**config.mk**
```make
export PLATFORM = sky130hd
export DESIGN_NAME = frl_cmd_rx
export DESIGN_NICKNAME = d
export VERILOG_FILES = /design/src/rtl/frl_cmd_pkg.sv /design/src/rtl/con_shift_detector.sv /design/src/rtl/event_log.sv /design/src/rtl/event_log_arbiter.sv /design/src/rtl/frl_cmd_rx.sv
export VERILOG_INCLUDE_DIRS = /design/src /design/src/rtl
export SDC_FILE = /design/constraint.sdc
export NUM_CORES = 1
export LEC_CHECK = 0
export ABC_AREA = 1
export BUFFER_PORTS_ARGS = -buffer_cell sky130_fd_sc_hd__buf_2
export CORE_UTILIZATION = 60
export CTS_CLUSTER_SIZE = 30
export DETAILED_ROUTE_END_ITERATION = 12
export PLACE_DENSITY = 0.77
export SYNTH_ARGS = -nofsm -noshare
export SYNTH_HDL_FRONTEND = slang
export SYNTH_SLANG_ARGS = --single-unit
```
**constraint.sdc**
```tcl
create_clock -name clk -period 5.1 [get_ports clk]
set_input_delay 0.765 -clock clk [delete_from_list [all_inputs] [get_ports clk]]
set_output_delay 0.765 -clock clk [all_outputs]
set_load 0.005 [all_outputs]
```
**src/rtl/frl_cmd_macros.svh**
```systemverilog
`ifndef FRL_CMD_MACROS_SVH
`define FRL_CMD_MACROS_SVH

////////////////////////////////////////////////////////////
// link patterns, searched MSB first
////////////////////////////////////////////////////////////
`define FRL_CON_P_PATTERN 8'h5f   // positive control
`define FRL_CON_N_PATTERN 8'haf   // negative control
`define FRL_LOCK_PATTERN  8'hff   // alignment byte

////////////////////////////////////////////////////////////
// event log geometry and record kinds
////////////////////////////////////////////////////////////
`define FRL_LOG_DEPTH     16
`define FRL_LOG_AW        4
`define FRL_KIND_CON      1'b0
`define FRL_KIND_LOCK     1'b1

`endif

```
**src/rtl/frl_cmd_pkg.sv**
```systemverilog
`default_nettype none

package frl_cmd_pkg;

   // control hit record
   typedef struct packed {
      logic       kind;         // 0 for control
      logic       lane;
      logic       polarity;     // 1 = negative
      logic [2:0] offset;       // bit offset from msb of start byte
      logic [9:0] stamp;        // start byte index
   } con_event_s;

   // lock alignment change record
   typedef struct packed {
      logic       kind;         // 1 for lock
      logic       lane;
      logic [2:0] new_offset;
      logic [2:0] prev_offset;
      logic [7:0] stamp;        // low bits of byte index
   } lock_event_s;

   // one log word, decoded by kind
   typedef union packed {
      con_event_s  con;
      lock_event_s lock;
   } log_entry_u;

endpackage

`default_nettype wire

```
**src/rtl/con_shift_detector.sv**
```systemverilog
`timescale 1ns/100ps
`default_nettype none

`include "frl_cmd_macros.svh"

module con_shift_detector
(
   input  logic                    clk,
   input  logic                    reset,
   input  logic                    enable,
   input  logic                    lane_id,
   input  logic [7:0]              data,
   input  logic                    grant,
   output logic                    con_p,
   output logic                    con_n,
   output logic                    req,
   output frl_cmd_pkg::log_entry_u entry,
   output logic                    lost
);

   logic [7:0]              data_reg1;
   logic [7:0]              data_reg2;
   logic [7:0]              data_reg3;
   logic [2:0]              fill;           // stage holds an enabled byte
   logic [9:0]              byte_count;
   logic [9:0]              stamp;
   logic [15:0]             window;
   logic [3:0]              p_find;
   logic [3:0]              n_find;
   logic [3:0]              l_find;
   logic                    p_hit;
   logic                    n_hit;
   logic                    lock_move;
   logic                    new_rec;
   logic                    slot_free;
   logic                    lock;
   logic [2:0]              lock_offset;
   frl_cmd_pkg::log_entry_u con_rec;
   frl_cmd_pkg::log_entry_u lock_rec;

   // returns {hit, offset}, lowest offset wins
   function automatic logic [3:0] find_offset(input logic [15:0] win, input logic [7:0] pat);
      logic [3:0] res;
      res = 4'h0;
      for (int s = 7; s >= 0; s--)
      begin
         if (win[15-s -: 8] == pat)
         begin
            res = {1'b1, 3'(s)};
         end
      end
      return res;
   endfunction

   ////////////////////////////////////////////////////////////
   // byte pipeline
   ////////////////////////////////////////////////////////////
   always_ff @(posedge clk)
   begin
      if (reset || !enable)
      begin
         data_reg1  <= 8'h00;
         data_reg2  <= 8'h00;
         data_reg3  <= 8'h00;
         fill       <= 3'b000;
         byte_count <= 10'd0;                // counts from enable rise
      end
      else
      begin
         data_reg1  <= data;
         data_reg2  <= data_reg1;
         data_reg3  <= data_reg2;
         fill       <= {fill[1:0], 1'b1};
         byte_count <= byte_count + 10'd1;
      end
   end

   ////////////////////////////////////////////////////////////
   // pattern search over the upper two bytes
   ////////////////////////////////////////////////////////////
   assign window    = {data_reg3, data_reg2};
   assign stamp     = byte_count - 10'd3;    // index of byte in data_reg3
   assign p_find    = find_offset(window, `FRL_CON_P_PATTERN);
   assign n_find    = find_offset(window, `FRL_CON_N_PATTERN);
   assign l_find    = find_offset(window, `FRL_LOCK_PATTERN);
   assign p_hit     = fill[2] & p_find[3];
   assign n_hit     = fill[2] & n_find[3];
   assign lock_move = fill[2] & l_find[3] & (!lock || (l_find[2:0] != lock_offset));
   assign new_rec   = p_hit | n_hit | lock_move;
   assign slot_free = !req || grant;         // pending one leaves this edge

   always_comb
   begin
      con_rec.con.kind     = `FRL_KIND_CON;
      con_rec.con.lane     = lane_id;
      con_rec.con.polarity = !p_hit;         // positive wins a tie
      con_rec.con.offset   = p_hit ? p_find[2:0] : n_find[2:0];
      con_rec.con.stamp    = stamp;

      lock_rec.lock.kind        = `FRL_KIND_LOCK;
      lock_rec.lock.lane        = lane_id;
      lock_rec.lock.new_offset  = l_find[2:0];
      lock_rec.lock.prev_offset = lock_offset;
      lock_rec.lock.stamp       = stamp[7:0];
   end

   ////////////////////////////////////////////////////////////
   // control pulses, lock state, holding register
   ////////////////////////////////////////////////////////////
   always_ff @(posedge clk)
   begin
      if (reset || !enable)
      begin
         con_p       <= 1'b0;
         con_n       <= 1'b0;
         req         <= 1'b0;
         lost        <= 1'b0;
         lock        <= 1'b0;
         lock_offset <= 3'd0;
      end
      else
      begin
         con_p <= p_hit;
         con_n <= n_hit;
         lost  <= 1'b0;
         if (grant)
         begin
            req <= 1'b0;
         end
         if (new_rec)
         begin
            if (slot_free)
            begin
               req <= 1'b1;
            end
            else
            begin
               lost <= 1'b1;                 // one record deep only
            end
         end
         if (lock_move)
         begin
            lock        <= 1'b1;
            lock_offset <= l_find[2:0];
         end
      end
   end

   always_ff @(posedge clk)
   begin
      if (enable && new_rec && slot_free)
      begin
         entry <= (p_hit || n_hit) ? con_rec : lock_rec;   // control over lock
      end
   end

endmodule

`default_nettype wire

```
**src/rtl/event_log.sv**
```systemverilog
`timescale 1ns/100ps
`default_nettype none

`include "frl_cmd_macros.svh"

module event_log
(
   input  logic                    clk,
   input  logic                    reset,
   input  logic                    wr_en,
   input  frl_cmd_pkg::log_entry_u wr_data,
   input  logic                    rd_en,
   output logic                    rd_valid,
   output frl_cmd_pkg::log_entry_u rd_data,
   output logic [`FRL_LOG_AW:0]    count,
   output logic                    overflow
);

   frl_cmd_pkg::log_entry_u mem [`FRL_LOG_DEPTH];
   logic [`FRL_LOG_AW-1:0]  wr_ptr;
   logic [`FRL_LOG_AW-1:0]  rd_ptr;
   logic                    do_wr;
   logic                    do_rd;

   assign do_wr = wr_en && (count != (`FRL_LOG_AW+1)'(`FRL_LOG_DEPTH));   // full drops
   assign do_rd = rd_en && (count != '0);                                 // empty returns nothing

   ////////////////////////////////////////////////////////////
   // storage
   ////////////////////////////////////////////////////////////
   always_ff @(posedge clk)
   begin
      if (do_wr)
      begin
         mem[wr_ptr] <= wr_data;
      end
   end

   always_ff @(posedge clk)
   begin
      if (do_rd)
      begin
         rd_data <= mem[rd_ptr];             // oldest record
      end
   end

   ////////////////////////////////////////////////////////////
   // pointers, occupancy, overflow
   ////////////////////////////////////////////////////////////
   always_ff @(posedge clk)
   begin
      if (reset)
      begin
         wr_ptr   <= '0;
         rd_ptr   <= '0;
         count    <= '0;
         rd_valid <= 1'b0;
         overflow <= 1'b0;
      end
      else
      begin
         rd_valid <= do_rd;
         if (do_wr)
         begin
            wr_ptr <= wr_ptr + 1'b1;         // wraps at depth
         end
         if (do_rd)
         begin
            rd_ptr <= rd_ptr + 1'b1;
         end
         case ({do_wr, do_rd})
            2'b10:   count <= count + 1'b1;
            2'b01:   count <= count - 1'b1;
            default: count <= count;
         endcase
         if (wr_en && !do_wr)
         begin
            overflow <= 1'b1;                // sticky until reset
         end
      end
   end

endmodule

`default_nettype wire

```
**src/rtl/event_log_arbiter.sv**
```systemverilog
`timescale 1ns/100ps
`default_nettype none

module event_log_arbiter
(
   input  logic                    clk,
   input  logic                    reset,
   input  logic                    req0,
   input  frl_cmd_pkg::log_entry_u entry0,
   input  logic                    req1,
   input  frl_cmd_pkg::log_entry_u entry1,
   output logic                    grant0,
   output logic                    grant1,
   output logic                    wr_en,
   output frl_cmd_pkg::log_entry_u wr_data
);

   logic last_lane;                          // lane served by the last grant

   ////////////////////////////////////////////////////////////
   // round robin between the two lanes
   ////////////////////////////////////////////////////////////

   // on a tie the lane not served last goes first
   assign grant0 = req0 && (!req1 || last_lane);
   assign grant1 = req1 && (!req0 || !last_lane);

   always_ff @(posedge clk)
   begin
      if (reset)
      begin
         last_lane <= 1'b1;                  // lane 0 wins first tie
      end
      else if (grant0 || grant1)
      begin
         last_lane <= grant1;
      end
   end

   ////////////////////////////////////////////////////////////
   // single write port
   ////////////////////////////////////////////////////////////
   assign wr_en   = grant0 || grant1;
   assign wr_data = grant1 ? entry1 : entry0;

endmodule

`default_nettype wire

```
**src/rtl/frl_cmd_rx.sv**
```systemverilog
`timescale 1ns/100ps
`default_nettype none

`include "frl_cmd_macros.svh"

module frl_cmd_rx
(
   input  logic                 clk,
   input  logic                 reset,
   input  logic                 enable,
   input  logic [7:0]           lane0_data,
   input  logic [7:0]           lane1_data,
   input  logic                 rd_en,
   output logic [1:0]           con_p,
   output logic [1:0]           con_n,
   output logic [1:0]           lost,
   output logic                 rd_valid,
   output logic [15:0]          rd_data,
   output logic [`FRL_LOG_AW:0] count,
   output logic                 overflow
);

   logic                    req0;
   logic                    req1;
   logic                    grant0;
   logic                    grant1;
   frl_cmd_pkg::log_entry_u entry0;
   frl_cmd_pkg::log_entry_u entry1;
   logic                    wr_en;
   frl_cmd_pkg::log_entry_u wr_data;

   ////////////////////////////////////////////////////////////
   // lane detectors
   ////////////////////////////////////////////////////////////
   con_shift_detector u_lane0
   (
      .clk     (clk),
      .reset   (reset),
      .enable  (enable),
      .lane_id (1'b0),
      .data    (lane0_data),
      .grant   (grant0),
      .con_p   (con_p[0]),
      .con_n   (con_n[0]),
      .req     (req0),
      .entry   (entry0),
      .lost    (lost[0])
   );

   con_shift_detector u_lane1
   (
      .clk     (clk),
      .reset   (reset),
      .enable  (enable),
      .lane_id (1'b1),
      .data    (lane1_data),
      .grant   (grant1),
      .con_p   (con_p[1]),
      .con_n   (con_n[1]),
      .req     (req1),
      .entry   (entry1),
      .lost    (lost[1])
   );

   ////////////////////////////////////////////////////////////
   // shared event memory
   ////////////////////////////////////////////////////////////
   event_log_arbiter u_arb
   (
      .clk     (clk),
      .reset   (reset),
      .req0    (req0),
      .entry0  (entry0),
      .req1    (req1),
      .entry1  (entry1),
      .grant0  (grant0),
      .grant1  (grant1),
      .wr_en   (wr_en),
      .wr_data (wr_data)
   );

   event_log u_log
   (
      .clk      (clk),
      .reset    (reset),
      .wr_en    (wr_en),
      .wr_data  (wr_data),
      .rd_en    (rd_en),
      .rd_valid (rd_valid),
      .rd_data  (rd_data),           // raw word out of the union
      .count    (count),
      .overflow (overflow)
   );

endmodule

`default_nettype wire

```
==> Flow_metrics.wiki <==
{| class="wikitable"
! Metric !! Value
|-
| Setup TNS Final || 0 ns
|-
| CP dominant cell by count || sky130_fd_sc_hd__nand2_1
|-
| Largest incremental delay on the critical path || 0.50 ns
|-
| Share of Yosys cell area claimed by the top area cell type || 0.5420
|-
| Wire length of the first global-routing pass || 59290 um
|-
| Outcome || completed
|-
| #FFs+latches synth || 405
|-
| Number of vias per cell || 5.812
|-
| Flop pwr share || 0.473
|-
| Mean area per synthesized cell || 10.67 sq um
|-
| Maximum fanout count along the critical path || 32
|-
| Highest Clock Rate || 291.2 MHz
|-
| Sum of routed wire length over all layers || between 30000 and 40000 um
|-
| Overall Global Routing Usage || 0.2705
|-
| Most numerous cell in the Yosys netlist || sky130_fd_sc_hd__edfxtp_1
|-
| Number of levels in the clock H-tree || 2
|-
| Post-synthesis sequential area ratio || 0.6652
|-
| Buffers plus inverters on the worst setup path || 3
|-
| Worst endpoint required time || 5.50 ns
|-
| Final routed wire length divided by cell count || around 19 um
|-
| Leading post-synthesis cells by instance count || sky130_fd_sc_hd__edfxtp_1 (302), sky130_fd_sc_hd__nor2_1 (285), sky130_fd_sc_hd__nand2_1 (199)
|-
| Die W || 169.0 um
|-
| CP Data Arrival Time || around 3.8 ns
|-
| # DRC || 0
|-
| Inserted Clock Buffers || 39
|-
| Slack of the worst reg-to-reg path || roughly 1.7 ns
|-
| Cell at the root of the clock tree || sky130_fd_sc_hd__clkbuf_16
|-
| Leakage Power || 0.006783 uW
|-
| Worst-case headroom to the max-slew limit || 0.1859
|-
| Number of maximum-capacitance violations || 0
|-
| DP HPWL || between 20000 and 25000 um
|-
| Ant. Diodes || 0
|-
| Number of standard cells after synthesis || ~1600
|-
| Synth Net Count || 1600
|-
| Class of the most critical hold timing path || flip-flop to flip-flop
|-
| Area of the multi-input gates || about 4700 sq um
|-
| Final count of negative-setup-slack endpoints || 0
|-
| RSZ-0062 raised after global routing || no
|-
| 1st-pass router iterations || 5
|-
| Largest net degree at the start of global routing || 97
|-
| Final Cycle Share || 0.6735
|-
| Longest Clk Path Bufs || 3
|-
| Dominant delay contributor by cell family on the critical path || simple AND/OR/NAND/NOR gates
|-
| Area added between synthesis and finish || 10.57%
|-
| Total congestion overflow after global routing || 0
|-
| Post-CTS setup-driven buffer insertion count || 0
|-
| Number of vias in the routed layout || between 10000 and 15000
|-
| Top area cells in the synthesized netlist || sky130_fd_sc_hd__edfxtp_1 (54%), sky130_fd_sc_hd__dfxtp_1 (12%), sky130_fd_sc_hd__nor2_1 (6.4%)
|-
| Sequential cell area in the final layout || roughly 11000 sq um
|-
| Last weighted congestion value of the routability-driven placer || between 0.8 and 0.9
|-
| Placeable core region || 27180 sq um
|-
| Final Core Density || 0.6808
|-
| CTS clock-pin slew for the worst setup and hold paths || about 0.070 ns
|-
| Crit path time final || around 3.4 ns
|-
| Pwr Density || 427.4 nW/um^2
|-
| Switching pwr || ~2200 uW
|-
| Cts-stage hold buffer count || 0
|-
| Cell area after synthesis || 16730 sq um
|-
| Total Die Area || 28560 sq um
|-
| Area leader, netlist || sky130_fd_sc_hd__edfxtp_1
|-
| Count of routing violations after the opening detailed-route iteration || around 1400
|-
| Post-DRT Antenna Nets || 0
|-
| Number of flops mapped to enable cells by yosys || 302
|-
| Fin nets || 1626
|-
| Share of cells above drive strength 1 || 0.1095
|-
| Switching share of power || 0.2800
|-
| Overall die height || 169.0 um
|-
| Crit Path Class || flip-flop to flip-flop
|-
| Most used DFF post-synth || sky130_fd_sc_hd__edfxtp_1
|-
| CTS tree || built
|-
| Yosys synthesis warning count || 0
|-
| Num rows || 60
|-
| Cell breakdown of the critical path || nand2_1 > inv_1 > nor2_4 > inv_1 > o21ai_1 > nand2_1 > ha_1 > ha_1 > nand2_1 > nand2_1 > a31oi_1 > inv_1 > o21ai_0 > a21oi_1 > o21ai_0 > a21oi_1
|-
| Cell type of the slowest stage on the worst timing path || sky130_fd_sc_hd__nor2_4
|-
| Slew Viols, Final || 0
|-
| Startpoint kind of the worst setup timing path || flip-flop
|-
| Worst-Margin Slew || 1.217 ns
|-
| Peak supply drop || ~0.00036 V
|-
| Clock Sinks || between 400 and 500
|-
| Number of I/O pins || 49
|-
| Count of cells resized by post-cts repair || 0
|-
| Later-pin clock latency in the skew report || 0.53 ns
|-
| Clock share of power || 0.358
|-
| Combinational group share of total power || 0.169
|-
| Distinct cell type count after synthesis || 43
|-
| Fraction of synthesis flops using an asynchronous set or reset pin || 0
|-
| Initial Utilization || 0.6157
|-
| Initial antenna violation count || 0
|-
| Type of destination of the critical path || flip-flop
|-
| Setup clock skew after layout || 0.02161 ns
|-
| Vias in the first global route || 11180
|-
| Port Buf Inserts || 48
|-
| Final hold vios || 0
|-
| Internal power || 5693 uW
|-
| Filler instances || 2031
|}
==> cell type report <==
class,count,area share
flip-flops and latches,405,0.6019
clock buffers,50,0.05769
repair buffers,55,0.01583
clock inverters,22,0.01062
multi-input cells,935,0.2567
inverters,158,0.03213
well taps,372,0.02516
==> cells in the final DEF (no fill, tap or decap), types with 11 or more instances in the layout <==
| master | instances |
|---|---|
| sky130_fd_sc_hd__nor2_2 | 21 |
| sky130_fd_sc_hd__o22ai_1 | 20 |
| sky130_fd_sc_hd__nand3_1 | 48 |
| sky130_fd_sc_hd__dfxtp_1 | 101 |
| sky130_fd_sc_hd__o211ai_1 | 22 |
| sky130_fd_sc_hd__nand2_1 | 198 |
| sky130_fd_sc_hd__nand2_2 | 19 |
| sky130_fd_sc_hd__a21oi_1 | 24 |
| sky130_fd_sc_hd__nor2_1 | 270 |
| sky130_fd_sc_hd__nand4_1 | 29 |
| sky130_fd_sc_hd__inv_1 | 152 |
| sky130_fd_sc_hd__clkbuf_16 | 39 |
| sky130_fd_sc_hd__buf_2 | 48 |
| sky130_fd_sc_hd__edfxtp_1 | 302 |
| sky130_fd_sc_hd__o21ai_0 | 163 |
| sky130_fd_sc_hd__ha_1 | 11 |
| sky130_fd_sc_hd__xor2_1 | 12 |
| sky130_fd_sc_hd__o221ai_1 | 44 |
==> layer usage <==
layer / global-route usage / wire length (um)
met1: 0.3693 / 15350
met2: 0.4387 / 17530
met3: 0.03390 / 3208
met4: 0.1206 / 1480
met5: 0 / 0
==> per-stage QoR <==
stage / instance area (sq um) / instances / total power, uW / setup slack [ns] / hold slack [ns]
2_1_floorplan: 16730 / 1568 / 4671 / 2.418 / 0.3936
3_3_place_gp: 17240 / 1925 / 5093 / 1.866 / 0.3955
3_5_place_dp: 17240 / 1925 / 5125 / 1.733 / 0.4013
4_1_cts: 18500 / 1997 / 7926 / 1.677 / 0.4094
5_1_grt: 18500 / 1997 / 8222 / 1.400 / 0.4116
6_report: 18500 / 1997 / 7906 / 1.665 / 0.4075
==> worst min-delay path: stages (launching register included) <==
cell	delay (ns)
sky130_fd_sc_hd__dfxtp_1	0.29
sky130_fd_sc_hd__inv_1	0.04
sky130_fd_sc_hd__nor2_1	0.03
==> power groups by stage <==
| stage | Clock [uW] | Combinational [uW] | Sequential (uW) |
|---|---|---|---|
| after global placement | 0 | 1280 | 3810 |
| final | 2830 | 1340 | 3740 |
| after floorplan | 0 | 915 | 3760 |
| after detailed placement | 0 | 1310 | 3810 |
| after CTS | 2860 | 1320 | 3740 |
| after global routing | 2980 | 1480 | 3750 |
==> registers in the layout, summed over array words and instances, names as in the netlist, 10 cells and up <==
name                cells
u_log.rd_data          16
u_log.mem             256
u_lane1.entry          15
u_lane0.entry          15
u_lane0.byte_count     10
u_lane1.byte_count     10
==> worst paths after layout <==
path                                    from                         endpoint  cells after the start
max             u_arb.last_lane$_SDFFE_PP1P_      u_log.count[4]$_SDFFE_PP0P_                     16
min          u_lane1.data_reg1[0]$_SDFF_PN0_  u_lane1.data_reg2[0]$_SDFF_PN0_                      2
max reg2reg     u_arb.last_lane$_SDFFE_PP1P_      u_log.count[4]$_SDFFE_PP0P_                     16
min reg2reg  u_lane1.data_reg1[0]$_SDFF_PN0_  u_lane1.data_reg2[0]$_SDFF_PN0_                      2
==> cells by family (layout without fill, tap and decap cells) <==
logic type	after synthesis	count (layout)	synth area share
AND/OR/NAND/NOR	620	620	0.1606
flip-flops	405	405	0.6652
AO/OA/AOI/OAI	288	288	0.1035
buffers and inverters	228	285	0.05339
XOR/XNOR	15	15	0.007852
adder cells (fa/ha/maj)	12	12	0.009422
Note: power is estimated with default switching activity, not from simulation.
